**src/logic/uart_pkg.sv**
```systemverilog
// uart package: register map, status and control bits, fifo depths, bit period, rx payload
`default_nettype none

package uart_pkg;

  // register addresses on the 2-bit bus
  localparam logic [1:0] ADDR_DATA   = 2'd0;
  localparam logic [1:0] ADDR_STATUS = 2'd1;
  localparam logic [1:0] ADDR_CTRL   = 2'd2;

  // status word bit positions
  localparam int ST_TX_FULL   = 0;
  localparam int ST_TX_EMPTY  = 1;
  localparam int ST_RX_EMPTY  = 2;
  localparam int ST_RX_FULL   = 3;
  localparam int ST_ERR       = 4;
  localparam int ST_FRAME_ERR = 5;

  // rx occupancy field starts here
  localparam int ST_RX_OCUP_LSB = 8;

  // control word bit positions
  localparam int CTRL_CLEAR  = 0;
  localparam int CTRL_IRQ_EN = 1;

  // fifo slot counts, powers of two
  localparam int TX_DEPTH = 4;
  localparam int RX_DEPTH = 4;

  // width of the rx occupancy field, counts 0 to RX_DEPTH
  localparam int RX_OCUP_W = $clog2(RX_DEPTH) + 1;

  // clock cycles per serial bit
  localparam int CLKS_PER_BIT = 8;

  // rx fifo payload
  typedef struct packed {
    logic       frame_err;
    logic [7:0] data;
  } rx_frame_t;

endpackage

`default_nettype wire

```
**src/logic/fifo_if.sv**
```systemverilog
// fifo access interface with writer, reader and fifo modports
`timescale 1ns/1ps
`default_nettype none

interface fifo_if #(
  parameter int  SLOTS = 4,
  parameter type T     = logic [7:0]
) ();

  logic                   write;
  logic                   read;
  T                       wdata;
  T                       rdata;
  logic                   full;
  logic                   empty;
  logic                   error;
  logic [$clog2(SLOTS):0] ocup;

  // producer side
  modport writer (output write, output wdata, input full, input empty, input ocup, input error);

  // consumer side, head data is combinational
  modport reader (output read, input rdata, input full, input empty, input ocup, input error);

  // storage side
  modport fifo (input write, input read, input wdata,
                output rdata, output full, output empty, output ocup, output error);

endinterface

`default_nettype wire

```
**src/logic/fifo.sv**
```systemverilog
// synchronous fifo with combinational head, clear, error, full, empty and occupancy
`timescale 1ns/1ps
`default_nettype none

module fifo #(
  parameter int  SLOTS = 4,
  parameter type T     = logic [7:0]
) (
  input  logic clk,
  input  logic rst_n_i,
  input  logic clear_i,
  fifo_if.fifo q
);

  localparam int PW = $clog2(SLOTS);

  T            mem [SLOTS];
  logic [PW:0] wr_ptr;
  logic [PW:0] rd_ptr;
  logic [PW:0] wr_ptr_nxt;
  logic [PW:0] rd_ptr_nxt;
  logic [PW:0] count;
  logic        full;
  logic        empty;

  // pointers carry an extra wrap bit to tell full from empty
  assign count = wr_ptr - rd_ptr;
  assign empty = (wr_ptr == rd_ptr);
  assign full  = (wr_ptr[PW-1:0] == rd_ptr[PW-1:0]) && (wr_ptr[PW] != rd_ptr[PW]);

  always_comb begin
    wr_ptr_nxt = wr_ptr;
    rd_ptr_nxt = rd_ptr;
    if (q.write && !full) begin
      wr_ptr_nxt = wr_ptr + 1'b1;
    end
    if (q.read && !empty) begin
      rd_ptr_nxt = rd_ptr + 1'b1;
    end
    // clear wins over push and pop
    if (clear_i) begin
      wr_ptr_nxt = '0;
      rd_ptr_nxt = '0;
    end
  end

  assign q.full  = full;
  assign q.empty = empty;
  assign q.error = (q.write && full) || (q.read && empty);
  assign q.ocup  = clear_i ? '0 : count;
  // head reads as zero when nothing is stored
  assign q.rdata = (empty || clear_i) ? '0 : mem[rd_ptr[PW-1:0]];

  always_ff @(posedge clk) begin
    if (!rst_n_i) begin
      wr_ptr <= '0;
      rd_ptr <= '0;
    end else begin
      wr_ptr <= wr_ptr_nxt;
      rd_ptr <= rd_ptr_nxt;
    end
  end

  always_ff @(posedge clk) begin
    if (q.write && !full) begin
      mem[wr_ptr[PW-1:0]] <= q.wdata;
    end
  end

  if (SLOTS < 2 || (1 << PW) != SLOTS) begin : g_bad_slots
    $error("fifo SLOTS must be a power of two and at least 2");
  end

  // occupancy never runs past the slot count
  a_ptr_span: assert property (
    @(posedge clk) disable iff (!rst_n_i) count <= (PW+1)'(SLOTS)
  );

endmodule

`default_nettype wire

```
**src/logic/uart_csr.sv**
```systemverilog
// uart register block: access decode, fifo push and pop, sticky errors, irq, read data
`timescale 1ns/1ps
`default_nettype none

module uart_csr
  import uart_pkg::*;
(
  input  logic        clk,
  input  logic        rst_n_i,
  input  logic [1:0]  addr_i,
  input  logic        wr_en_i,
  input  logic        rd_en_i,
  input  logic [31:0] wdata_i,
  output logic [31:0] rdata_o,
  output logic        irq_o,
  fifo_if.writer      tx_q,
  fifo_if.reader      rx_q,
  output logic        clear_o
);

  logic        data_wr;
  logic        data_rd;
  logic        ctrl_wr;
  logic        err_q;
  logic        frame_err_q;
  logic        irq_en_q;
  logic [31:0] status;
  logic [31:0] ctrl_word;
  rx_frame_t   rx_head;

  // access decode
  assign data_wr = wr_en_i && (addr_i == ADDR_DATA);
  assign data_rd = rd_en_i && (addr_i == ADDR_DATA);
  assign ctrl_wr = wr_en_i && (addr_i == ADDR_CTRL);

  assign tx_q.write = data_wr;
  assign tx_q.wdata = wdata_i[7:0];
  assign rx_q.read  = data_rd;
  assign rx_head    = rx_q.rdata;

  // one-cycle clear for both fifos and the sticky flags
  assign clear_o = ctrl_wr && wdata_i[CTRL_CLEAR];

  always_comb begin
    status = '0;
    status[ST_TX_FULL]   = tx_q.full;
    status[ST_TX_EMPTY]  = tx_q.empty;
    status[ST_RX_EMPTY]  = rx_q.empty;
    status[ST_RX_FULL]   = rx_q.full;
    status[ST_ERR]       = err_q;
    status[ST_FRAME_ERR] = frame_err_q;
    status[ST_RX_OCUP_LSB +: RX_OCUP_W] = rx_q.ocup;
  end

  always_comb begin
    ctrl_word = '0;
    ctrl_word[CTRL_IRQ_EN] = irq_en_q;
  end

  always_ff @(posedge clk) begin
    if (!rst_n_i) begin
      err_q       <= 1'b0;
      frame_err_q <= 1'b0;
      irq_en_q    <= 1'b0;
      irq_o       <= 1'b0;
      rdata_o     <= '0;
    end else begin
      if (clear_o) begin
        err_q       <= 1'b0;
        frame_err_q <= 1'b0;
      end else begin
        // overflow on either side or rx underflow
        if (tx_q.error || rx_q.error) begin
          err_q <= 1'b1;
        end
        // head is zero when empty, so an empty pop never sets this
        if (data_rd && rx_head.frame_err) begin
          frame_err_q <= 1'b1;
        end
      end
      if (ctrl_wr) begin
        irq_en_q <= wdata_i[CTRL_IRQ_EN];
      end
      irq_o <= irq_en_q && !rx_q.empty;
      if (rd_en_i) begin
        case (addr_i)
          ADDR_DATA:   rdata_o <= {24'd0, rx_head.data};
          ADDR_STATUS: rdata_o <= status;
          ADDR_CTRL:   rdata_o <= ctrl_word;
          default:     rdata_o <= '0;
        endcase
      end
    end
  end

  // bus master never reads and writes together
  a_no_rd_wr: assert property (
    @(posedge clk) disable iff (!rst_n_i) !(rd_en_i && wr_en_i)
  );

  a_clear_pulse: assert property (
    @(posedge clk) disable iff (!rst_n_i) clear_o |=> !clear_o
  );

endmodule

`default_nettype wire

```
**src/logic/uart_tx.sv**
```systemverilog
// uart transmitter: pops the tx fifo and sends 8N1 frames
`timescale 1ns/1ps
`default_nettype none

module uart_tx
  import uart_pkg::*;
(
  input  logic   clk,
  input  logic   rst_n_i,
  fifo_if.reader q,
  output logic   tx_o
);

  localparam int            CW       = $clog2(CLKS_PER_BIT);
  localparam logic [CW-1:0] CNT_LAST = CW'(CLKS_PER_BIT - 1);

  typedef enum logic [1:0] {TX_IDLE, TX_START, TX_DATA, TX_STOP} tx_state_t;

  tx_state_t     state;
  logic [CW-1:0] cnt;
  logic [2:0]    bit_idx;
  logic [7:0]    shift;

  // pop only between frames
  assign q.read = (state == TX_IDLE) && !q.empty;

  always_ff @(posedge clk) begin
    if (!rst_n_i) begin
      state   <= TX_IDLE;
      cnt     <= '0;
      bit_idx <= '0;
      tx_o    <= 1'b1;
    end else begin
      case (state)
        TX_IDLE: begin
          cnt     <= '0;
          bit_idx <= '0;
          if (!q.empty) begin
            state <= TX_START;
            tx_o  <= 1'b0;
          end
        end
        TX_START: begin
          cnt <= cnt + 1'b1;
          if (cnt == CNT_LAST) begin
            state <= TX_DATA;
            tx_o  <= shift[0];
          end
        end
        TX_DATA: begin
          cnt <= cnt + 1'b1;
          if (cnt == CNT_LAST) begin
            bit_idx <= bit_idx + 1'b1;
            if (bit_idx == 3'd7) begin
              state <= TX_STOP;
              tx_o  <= 1'b1;
            end else begin
              // lsb first, next bit sits at position 1
              tx_o <= shift[1];
            end
          end
        end
        default: begin
          cnt <= cnt + 1'b1;
          if (cnt == CNT_LAST) begin
            state <= TX_IDLE;
          end
        end
      endcase
    end
  end

  always_ff @(posedge clk) begin
    if (q.read) begin
      shift <= q.rdata;
    end else if (state == TX_DATA && cnt == CNT_LAST) begin
      shift <= {1'b0, shift[7:1]};
    end
  end

  // line idles high between frames
  a_idle_high: assert property (
    @(posedge clk) disable iff (!rst_n_i) (state == TX_IDLE) |-> tx_o
  );

endmodule

`default_nettype wire

```
**src/logic/uart_rx.sv**
```systemverilog
// uart receiver: start search, mid-bit sampling, framing check, push into the rx fifo
`timescale 1ns/1ps
`default_nettype none

module uart_rx
  import uart_pkg::*;
(
  input  logic   clk,
  input  logic   rst_n_i,
  input  logic   rx_i,
  fifo_if.writer q
);

  localparam int            CW       = $clog2(CLKS_PER_BIT);
  localparam logic [CW-1:0] CNT_LAST = CW'(CLKS_PER_BIT - 1);
  localparam logic [CW-1:0] CNT_HALF = CW'(CLKS_PER_BIT / 2 - 1);

  typedef enum logic [1:0] {RX_IDLE, RX_START, RX_DATA, RX_STOP} rx_state_t;

  rx_state_t     state;
  logic [CW-1:0] cnt;
  logic [2:0]    bit_idx;
  logic          rx_meta;
  logic          rx_sync;
  logic          rx_prev;
  logic [7:0]    shift;
  rx_frame_t     frame;

  // two-flop synchronizer plus one stage for edge detect
  always_ff @(posedge clk) begin
    if (!rst_n_i) begin
      rx_meta <= 1'b1;
      rx_sync <= 1'b1;
      rx_prev <= 1'b1;
    end else begin
      rx_meta <= rx_i;
      rx_sync <= rx_meta;
      rx_prev <= rx_sync;
    end
  end

  always_ff @(posedge clk) begin
    if (!rst_n_i) begin
      state   <= RX_IDLE;
      cnt     <= '0;
      bit_idx <= '0;
    end else begin
      case (state)
        RX_IDLE: begin
          cnt     <= '0;
          bit_idx <= '0;
          if (rx_prev && !rx_sync) begin
            state <= RX_START;
          end
        end
        RX_START: begin
          cnt <= cnt + 1'b1;
          if (cnt == CNT_HALF) begin
            // glitch if the line is high again mid start bit
            cnt   <= '0;
            state <= rx_sync ? RX_IDLE : RX_DATA;
          end
        end
        RX_DATA: begin
          cnt <= cnt + 1'b1;
          if (cnt == CNT_LAST) begin
            bit_idx <= bit_idx + 1'b1;
            if (bit_idx == 3'd7) begin
              state <= RX_STOP;
            end
          end
        end
        default: begin
          cnt <= cnt + 1'b1;
          if (cnt == CNT_LAST) begin
            state <= RX_IDLE;
          end
        end
      endcase
    end
  end

  always_ff @(posedge clk) begin
    if (state == RX_DATA && cnt == CNT_LAST) begin
      shift <= {rx_sync, shift[7:1]};
    end
  end

  // push at the stop bit middle, low stop means framing error
  assign frame.frame_err = !rx_sync;
  assign frame.data      = shift;
  assign q.wdata         = frame;
  assign q.write         = (state == RX_STOP) && (cnt == CNT_LAST);

  a_one_push: assert property (
    @(posedge clk) disable iff (!rst_n_i) q.write |=> !q.write
  );

endmodule

`default_nettype wire

```
**src/logic/uart_top.sv**
```systemverilog
// uart top: register block, tx and rx fifos, transmitter and receiver
`timescale 1ns/1ps
`default_nettype none

module uart_top
  import uart_pkg::*;
(
  input  logic        clk,
  input  logic        rst_n_i,
  input  logic [1:0]  addr_i,
  input  logic        wr_en_i,
  input  logic        rd_en_i,
  input  logic [31:0] wdata_i,
  output logic [31:0] rdata_o,
  output logic        tx_o,
  input  logic        rx_i,
  output logic        irq_o
);

  logic fifo_clear;

  // byte queue towards the line, frame queue from it
  fifo_if #(.SLOTS(TX_DEPTH), .T(logic [7:0])) tx_q ();
  fifo_if #(.SLOTS(RX_DEPTH), .T(rx_frame_t))  rx_q ();

  uart_csr u_csr (
    .clk     (clk),
    .rst_n_i (rst_n_i),
    .addr_i  (addr_i),
    .wr_en_i (wr_en_i),
    .rd_en_i (rd_en_i),
    .wdata_i (wdata_i),
    .rdata_o (rdata_o),
    .irq_o   (irq_o),
    .tx_q    (tx_q.writer),
    .rx_q    (rx_q.reader),
    .clear_o (fifo_clear)
  );

  fifo #(.SLOTS(TX_DEPTH), .T(logic [7:0])) u_tx_fifo (
    .clk     (clk),
    .rst_n_i (rst_n_i),
    .clear_i (fifo_clear),
    .q       (tx_q.fifo)
  );

  fifo #(.SLOTS(RX_DEPTH), .T(rx_frame_t)) u_rx_fifo (
    .clk     (clk),
    .rst_n_i (rst_n_i),
    .clear_i (fifo_clear),
    .q       (rx_q.fifo)
  );

  uart_tx u_tx (
    .clk     (clk),
    .rst_n_i (rst_n_i),
    .q       (tx_q.reader),
    .tx_o    (tx_o)
  );

  uart_rx u_rx (
    .clk     (clk),
    .rst_n_i (rst_n_i),
    .rx_i    (rx_i),
    .q       (rx_q.writer)
  );

endmodule

`default_nettype wire

```
**config.mk**
```make
export PLATFORM = sky130hd
export DESIGN_NAME = uart_top
export DESIGN_NICKNAME = d
export VERILOG_FILES = /design/src/logic/uart_pkg.sv /design/src/logic/fifo_if.sv /design/src/logic/fifo.sv /design/src/logic/uart_csr.sv /design/src/logic/uart_tx.sv /design/src/logic/uart_rx.sv /design/src/logic/uart_top.sv
export SDC_FILE = /design/constraint.sdc
export NUM_CORES = 1
export LEC_CHECK = 0
export BUFFER_PORTS_ARGS = -buffer_cell sky130_fd_sc_hd__buf_2
export CORE_MARGIN = 3
export CORE_UTILIZATION = 50
export DETAILED_ROUTE_END_ITERATION = 8
export GPL_ROUTABILITY_DRIVEN = 1
export PLACE_DENSITY = 0.8
export SYNTH_ARGS = -nofsm -noshare
export SYNTH_HDL_FRONTEND = slang
export SYNTH_SLANG_ARGS = --single-unit
```
**constraint.sdc**
```tcl
create_clock -name clk -period 2.65 [get_ports clk]
set_input_delay 0.6625 -clock clk [delete_from_list [all_inputs] [get_ports clk]]
set_output_delay 0.6625 -clock clk [all_outputs]
set_load 0.1 [all_outputs]
```
==> run metrics, run 1 <==
clock network power share=0.407; Post-synth EDFFs=84; Initial DRT Pass Iterations=4; Pint=0.00388 W; slew margin rel.=0.529; total vias in the final route=3320; Crit path buffers/inverters=0; max-cap viol count=0; asr flop ratio synth=0; CTS Hold Bufs=0; Root Buffer=clkbuf_16; Achievable Freq=0.444 GHz; CP startpoint kind=flip-flop; Syn Area/Cell=13.2 um^2; final setup violation count=0; CP Max Fanout=9; clock sinks=135; CP Launch Point=u_rx.cnt[0]; Synthesis Warnings=0; ANT cells=0; switching share of total power=0.295; #FFs+latches synth=135; reg2reg start=u_rx.cnt[0]; Final Hold Vio Count=0; H-Tree Depth=4; All-Layer GR Usage=0.167; synthesized area=5800 um^2; Post-DRT Antenna Nets=0; top post-synthesis cells by count=84 x edfxtp_1, 51 x dfxtp_1, 31 x nand2_1; Starting Density=0.524; core area=11100 um^2; Hold Crit Start=u_rx.rx_meta; vias in the first global route=3367; initial antenna violation count=0; critical-path cell list=ha_1, ha_1, nand3_1, a31oi_1, and2_1; IO Count=73; Die ar.=12900 um^2; Max VDD drop=0.594 mV; cell area after layout=6550 um^2; initial drt markers=204; Net Switching=0.00162 W; total CTS buffers=17; synth unique cells=54; Tightest Pin Transition=0.706 ns; Die X=114 um; Leak=2.49 nW; Placer Congestion=0.792; most frequent cell after synthesis=edfxtp_1; Hold WC Path Type=flip-flop to flip-flop; CP arrival=2.30 ns; WP data required=2.70 ns; post-synth top area share=0.435; Vias/cell=5.33; crit share post-route=0.849; Net count, final=536; cells after synthesis=439; dominant cell type by area after synthesis=edfxtp_1; sequential power share=0.447; postcts setup bufs=0; slowest cell delay on critical path=0.53 ns; Placed Area=5970 um^2; layout cells sized above 1=0.184; die span in y=114 um; CTS tree=done; Comb pwr share=0.146; status=finished, final reports clean; family with the most delay on the worst path=simple AND/OR/NAND/NOR gates; HPWL Detailed=6.72 mm; port bufs=27; setup TNS=0 ns; min Tclk post-route=2.25 ns; largest net degree at the start of global routing=24; power density over the cells=841 nW/um^2; Overall Power=0.00551 W; final WL=10.1 mm; Slew Viols, Final=0; CP Capture Type=flip-flop; row cnt=38; first-pass GRT wire length=16.6 mm; CTS Buffer Depth=2; slowest CP cell=and2_1; Post-CTS Resized=0; Worst Setup Path Type=flip-flop to flip-flop; unrepaired setup endpoints after global routing=no; area grow syn2layout=12.8%; WL/cell=16.1 um; Clk Latency, worst-skew pair=0.41 ns; CP most frequent cell=ha_1; register area share after synthesis=0.611; Top FF cell, synth=edfxtp_1; Fillers=803; Remaining DRCs=0; CTS clock-pin slew for the worst setup and hold paths=0.07 ns; synth top area cells=edfxtp_1 43%, dfxtp_1 18%, mux4_2 6.6%, ha_1 5.6%, buf_4 2.8%; skew final=0.00867 ns; grt ovf=0
[per-stage QoR]
stage,std cells,util,worst slack (ns),hold WS (ns)
global route,623,0.591,0.256,0.426
finish,623,0.591,0.399,0.415
detailed placement,591,0.539,0.315,0.400
floorplan,459,-,0.582,0.386
global placement,591,0.539,0.355,0.391
CTS,623,0.591,0.411,0.414
[worst register-to-register path, stage by stage (launching register included)]
cell and delay [ns]:
dfxtp_1 0.34, ha_1 0.20, ha_1 0.18, nand3_1 0.16
a31oi_1 0.47, and2_1 0.53
[cells in the final DEF (no fill, tap or decap), types with 5 or more instances in the layout]
| cell | instances |
|---|---|
| xnor2_1 | 8 |
| nor2b_1 | 5 |
| buf_2 | 27 |
| inv_8 | 5 |
| mux4_2 | 17 |
| inv_1 | 27 |
| mux2i_1 | 10 |
| a21oi_1 | 15 |
| xor2_1 | 6 |
| and2_1 | 7 |
| nor2_1 | 30 |
| nand3_1 | 5 |
| edfxtp_1 | 84 |
| nand2_1 | 31 |
| inv_6 | 6 |
| conb_1 | 21 |
| ha_1 | 26 |
| nor3_1 | 5 |
| o21ai_0 | 19 |
| clkbuf_16 | 17 |
| dfxtp_1 | 51 |
[final timing paths]
check        slack, ns             endpoint  cells after the start
max               0.40  u_rx_fifo.mem[2][0]                      5
min               0.42         u_rx.rx_sync                      1
max reg2reg       0.40  u_rx_fifo.mem[2][0]                      5
min reg2reg       0.42         u_rx.rx_sync                      1
[cells by family after synthesis]
kind of cell,Yosys count,share of synthesized area
DFF,135,0.611
other,1,0.000646
buffers and inverters,66,0.0599
and+or+nand+nor,108,0.0912
muxes,29,0.0871
xor gates and xnor gates,16,0.0267
AOI/OAI and AO/OA,57,0.0643
adders and majority gates,27,0.0595
[state kept, by name, indices dropped and copies added, names as in the netlist, 3 cells and up, named ones only]
signal	count
u_rx.bit_idx	3
u_tx.shift	8
u_tx_fifo.wr_ptr	3
u_tx_fifo.rd_ptr	3
u_rx_fifo.rd_ptr	3
u_tx.bit_idx	3
u_csr.rdata_o	11
u_rx_fifo.wr_ptr	3
u_tx_fifo.mem	32
u_rx.cnt	3
u_rx_fifo.mem	36
u_rx.shift	8
u_tx.cnt	3
[routing by layer]
metal | global-route usage | share of wire
met5 | 0 | 0
met4 | 0.0801 | 0.020
met3 | 0.0424 | 0.048
met2 | 0.271 | 0.51
met1 | 0.210 | 0.42
[power groups by stage]
stage          clock, W  sequential, W  combinational, W
2_1_floorplan         0        0.00253          0.000661
3_3_place_gp          0        0.00250          0.000776
3_5_place_dp          0        0.00251          0.000795
4_1_cts         0.00228        0.00246          0.000807
5_1_grt         0.00239        0.00248          0.000882
6_report        0.00224        0.00246          0.000805
[layout make-up]
class / count / area [um^2] / share of cell area
multi-input cells: 258 / 1990 / 0.303
well taps: 140 / 175 / 0.0268
repair buffers: 31 / 165 / 0.0252
inverters: 27 / 101 / 0.0155
flip-flops and latches: 135 / 3540 / 0.541
clock inverters: 15 / 150 / 0.0229
clock buffers: 17 / 425 / 0.0650
(Power assumes the default switching activity.)
==> inputs of run 2 (changes only) <==
clock period = 2.1 ns   (was 2.65 ns; I/O delays follow)
==> run metrics, run 2 (synthesis gave the netlist of run 1 again) <==
crit share post-route=0.908 (was 0.849); Die X=114 um (unchanged); Top Usage Layer GRT=met2 (unchanged); core area=11100 um^2 (unchanged); IO Count=73 (unchanged); Post-DRT Antenna Nets=0 (unchanged); total CTS buffers=17 (unchanged); Crit path buffers/inverters=1 (was 0); max reg flops=36 (unchanged); largest net degree at the start of global routing=17 (was 24); H-Tree Depth=4 (unchanged); commonest non-fill, non-tap cell in the layout=edfxtp_1 (unchanged); WL/cell=16.2 um (was 16.1 um); Clk Latency, worst-skew pair=0.41 ns (about the same); Net count, final=556 (was 536); initial drt markers=221 (was 204); Slew Viols, Final=0 (unchanged); layout cells sized above 1=0.217 (was 0.184); GR Util met3=0.0414 (was 0.0424); setup TNS=0 ns (unchanged); Worst Setup Path Type=flip-flop to flip-flop (unchanged); area grow syn2layout=17.1% (was 12.8%); Max VDD drop=0.773 mV (was 0.594 mV); Hold Crit Endpoint=u_rx.rx_meta (was u_rx.rx_sync); port bufs=27 (unchanged); Remaining DRCs=0 (unchanged); grt met1 use=0.208 (was 0.210); max-cap viol count=0 (unchanged); Starting Density=0.524 (unchanged); final WL=10.4 mm (was 10.1 mm); CTS clock-pin slew for the worst setup and hold paths=0.06 ns (was 0.07 ns); Vias/cell=5.32 (was 5.33); HPWL Detailed=7.17 mm (was 6.72 mm); Layout Utilization=0.614 (was 0.591); All-Layer GR Usage=0.175 (was 0.167); CP Launch Point=u_rx.cnt[0] (unchanged); total vias in the final route=3420 (was 3320); Leak=2.62 nW (was 2.49 nW); Root Buffer=clkbuf_16 (unchanged); Post-CTS Resized=0 (unchanged); CTS Hold Bufs=0 (unchanged); clock sinks=135 (unchanged); Placer Congestion=0.803 (was 0.792); row cnt=38 (unchanged); CP most frequent cell=ha_1 (unchanged); initial antenna violation count=0 (unchanged); CP Max Fanout=9 (unchanged); Initial DRT Pass Iterations=4 (unchanged); CP Capture Type=flip-flop (unchanged); Hold WC Path Type=input pin to flip-flop (was flip-flop to flip-flop); Overall Power=0.00723 W (was 0.00551 W); family with the most delay on the worst path=adder cells (was simple AND/OR/NAND/NOR gates); Achievable Freq=0.524 GHz (was 0.444 GHz); CP arrival=2.04 ns (was 2.30 ns); CTS Buffer Depth=2 (unchanged); postcts setup bufs=0 (unchanged); Final Hold Vio Count=0 (unchanged); hold slack=0.298 ns (was 0.415 ns); CP startpoint kind=flip-flop (unchanged); die span in y=114 um (unchanged); power density over the cells=1060 nW/um^2 (was 841 nW/um^2); hold depth=2 (was 1); first-pass GRT wire length=17.4 mm (was 16.6 mm); reg2reg start=u_rx.cnt[0] (unchanged); skew final=0.00516 ns (was 0.00867 ns); met2 GRT Util=0.296 (was 0.271); Hold Crit Start=rx_i (was u_rx.rx_meta); slowest CP cell=a31oi_1 (was and2_1); Reg2Reg Capture Point=u_rx_fifo.mem[2][7] (was u_rx_fifo.mem[2][0]); status=finished, final reports clean (unchanged); vias in the first global route=3503 (was 3367); min Tclk post-route=1.91 ns (was 2.25 ns); FF-to-FF path depth=6 (was 5); cell area after layout=6800 um^2 (was 6550 um^2); critical-path cell list=ha_1, ha_1, nand3_1, a31oi_1, and2_1, buf_12 (was ha_1, ha_1, nand3_1, a31oi_1, and2_1); commonest non-fill, non-tap cells in the layout=84 x edfxtp_1, 51 x dfxtp_1, 31 x nand2_1 (unchanged); grt ovf=0 (unchanged); Die ar.=12900 um^2 (unchanged); WP data required=2.23 ns (was 2.70 ns); CTS tree=done (unchanged); unrepaired setup endpoints after global routing=no (unchanged); slowest cell delay on critical path=0.34 ns (was 0.53 ns); Placed Area=6170 um^2 (was 5970 um^2); Reg2Reg Setup Slack=0.19 ns (was 0.40 ns); final setup violation count=0 (unchanged); ANT cells=0 (unchanged)
## run 2: per-layer routing
| layer | wire length (um) | vias up |
|---|---|---|
| li1 | - | 1643 |
| met1 | 4220 | 1671 |
| met2 | 5350 | 89 |
| met3 | 573 | 17 |
| met4 | 280 | 0 |
| met5 | 0 | - |
## run 2: worst max path at each step
| stage | endpoint | slack (ns) | cells after the start |
|---|---|---|---|
| after global routing | u_rx_fifo.mem[1][0] | 0.06 | 6 |
| after global placement | u_tx_fifo.mem[1][5] | 0.15 | 5 |
| after floorplan | u_tx_fifo.mem[1][0] | 0.17 | 4 |
| final | u_rx_fifo.mem[2][7] | 0.19 | 6 |
| after detailed placement | u_tx_fifo.mem[0][5] | 0.13 | 5 |
| after CTS | u_rx_fifo.mem[2][7] | 0.17 | 6 |
## run 2: report_power, final
group	internal (W)	total (W)	switching, W
Combinational	0.000371	0.00111	0.000736
Sequential	0.00299	0.00307	0.0000791
Clock	0.00183	0.00305	0.00123
## run 2: metrics by stage
step / instances / setup WS (ns)
4_1_cts: 643 / 0.170
5_1_grt: 643 / 0.0575
6_report: 643 / 0.192
2_1_floorplan: 459 / 0.170
3_3_place_gp: 611 / 0.147
3_5_place_dp: 611 / 0.129
## run 2: layout make-up
class	instances	area, um^2
clock inverters	15	200
well taps	140	175
clock buffers	17	425
flip-flops and latches	135	3540
repair buffers	51	365
inverters	27	101
multi-input cells	258	1990
fillers	817	4280
==> inputs of run 3 (changes only) <==
CORE_UTILIZATION = 40   (was 50)
MAX_ROUTING_LAYER = met4   (was not set)
PLACE_DENSITY = 0.69   (was 0.8)
==> run metrics, run 3 (synthesis gave the netlist of run 1 again) <==
slowest cell delay on critical path=0.34 ns (about the same); grt ovf=0 (unchanged); vias in the first global route=3637 (was 3503); Root Buffer=clkbuf_16 (unchanged); IO Count=73 (unchanged); hold slack=0.296 ns (was 0.298 ns); HPWL Detailed=7.39 mm (was 7.17 mm); max reg flops=36 (unchanged); Net count, final=556 (unchanged); FF-to-FF path depth=6 (unchanged); row cnt=43 (was 38); CP Capture Type=flip-flop (unchanged); Worst Setup Path Type=flip-flop to flip-flop (unchanged); initial antenna violation count=0 (unchanged); total vias in the final route=3399 (was 3420); layout cells sized above 1=0.215 (was 0.217); core area=14000 um^2 (was 11100 um^2); CTS clock-pin slew for the worst setup and hold paths=0.06 ns (about the same); CTS tree=done (unchanged); H-Tree Depth=4 (unchanged); CP startpoint kind=flip-flop (unchanged); All-Layer GR Usage=0.143 (was 0.175); unrepaired setup endpoints after global routing=no (unchanged); CTS Buffer Depth=2 (unchanged); CP arrival=2.02 ns (was 2.04 ns); hold depth=2 (unchanged); initial drt markers=181 (was 221); postcts setup bufs=0 (unchanged); final WL=10.4 mm (about the same); Max VDD drop=0.611 mV (was 0.773 mV); Die X=126 um (was 114 um); port bufs=27 (unchanged); clock sinks=135 (unchanged); Achievable Freq=0.531 GHz (was 0.524 GHz); Post-CTS Resized=0 (unchanged); Remaining DRCs=0 (unchanged); area grow syn2layout=17.5% (was 17.1%); final setup violation count=0 (unchanged); commonest non-fill, non-tap cell in the layout=edfxtp_1 (unchanged); WP data required=2.23 ns (about the same); die span in y=126 um (was 114 um); Post-DRT Antenna Nets=0 (unchanged); skew final=0.00697 ns (was 0.00516 ns); Slew Viols, Final=0 (unchanged); setup TNS=0 ns (unchanged); Final Hold Vio Count=0 (unchanged); CP Depth=6 (unchanged); CTS Hold Bufs=0 (unchanged); slowest CP cell=dfxtp_1 (was a31oi_1); total CTS buffers=17 (unchanged); status=finished, final reports clean (unchanged); Initial DRT Pass Iterations=4 (unchanged); largest net degree at the start of global routing=17 (unchanged); power density over the cells=1020 nW/um^2 (was 1060 nW/um^2); Leak=2.59 nW (was 2.62 nW); CP most frequent cell=ha_1 (unchanged); ANT cells=0 (unchanged); Placer Congestion=0.803 (about the same); Die ar.=16000 um^2 (was 12900 um^2); max-cap viol count=0 (unchanged); Vias/cell=4.98 (was 5.32); Starting Density=0.413 (was 0.524); crit share post-route=0.897 (was 0.908); CP Max Fanout=9 (unchanged); Crit path buffers/inverters=1 (unchanged); WL/cell=15.2 um (was 16.2 um); critical-path cell list=ha_1, ha_1, nand3_1, a31oi_1, and2_1, buf_12 (unchanged); family with the most delay on the worst path=adder cells (unchanged); Clk Latency, worst-skew pair=0.42 ns (was 0.41 ns); commonest non-fill, non-tap cells in the layout=84 x edfxtp_1, 51 x dfxtp_1, 31 x nand2_1 (unchanged); min Tclk post-route=1.88 ns (was 1.91 ns); first-pass GRT wire length=17.4 mm (about the same); Hold WC Path Type=input pin to flip-flop (unchanged)
run 3: cell types whose count changed in the layout (fill, tap and decap cells not counted), sizes merged:
cell and change:
inv -2, clkinv +2, clkinvlp +2, bufinv -2
run 3: area by class of cell:
class	instances	area, um^2
Fill cell	1171	7220
Inverter	27	101
Clock inverter	15	135
Tap cell	180	225
Sequential cell	135	3540
Clock buffer	17	425
Timing Repair Buffer	51	403
Multi-Input combinational cell	258	1990
run 3: worst paths after layout:
path / start / endpoint / slack [ns]
worst min register to register: u_rx.rx_meta / u_rx.rx_sync / 0.42
worst max-delay path: u_rx.cnt[0] / u_rx_fifo.mem[1][1] / 0.22
worst min-delay path: rx_i / u_rx.rx_meta / 0.30
worst max register to register: u_rx.cnt[0] / u_rx_fifo.mem[1][1] / 0.22
run 3: metrics by stage:
step / utilization / cell area [um^2] / setup slack (ns) / std cells / power [W]
2_1_floorplan: - / 5880 / 0.170 / 459 / 0.00403
5_1_grt: 0.486 / 6820 / 0.0940 / 683 / 0.00724
3_3_place_gp: 0.446 / 6260 / 0.125 / 651 / 0.00421
6_report: 0.486 / 6820 / 0.216 / 683 / 0.00694
3_5_place_dp: 0.446 / 6260 / 0.111 / 651 / 0.00424
4_1_cts: 0.486 / 6820 / 0.187 / 683 / 0.00701
run 3: metal layers:
metal	vias to the layer above	track usage	wire length (um)
li1	1633	-	-
met1	1684	0.164	4450
met2	65	0.237	5260
met3	17	0.0387	497
met4	0	0.0574	164
met5	-	-	0
run 3: report_power, final:
part | internal, W | switching (W) | total [W] | leakage [nW]
combinational | 0.000377 | 0.000740 | 0.00112 | 1.15
sequential | 0.00299 | 0.0000739 | 0.00306 | 1.17
clock | 0.00156 | 0.00121 | 0.00276 | 0.268
total | 0.00492 | 0.00202 | 0.00694 | 2.59
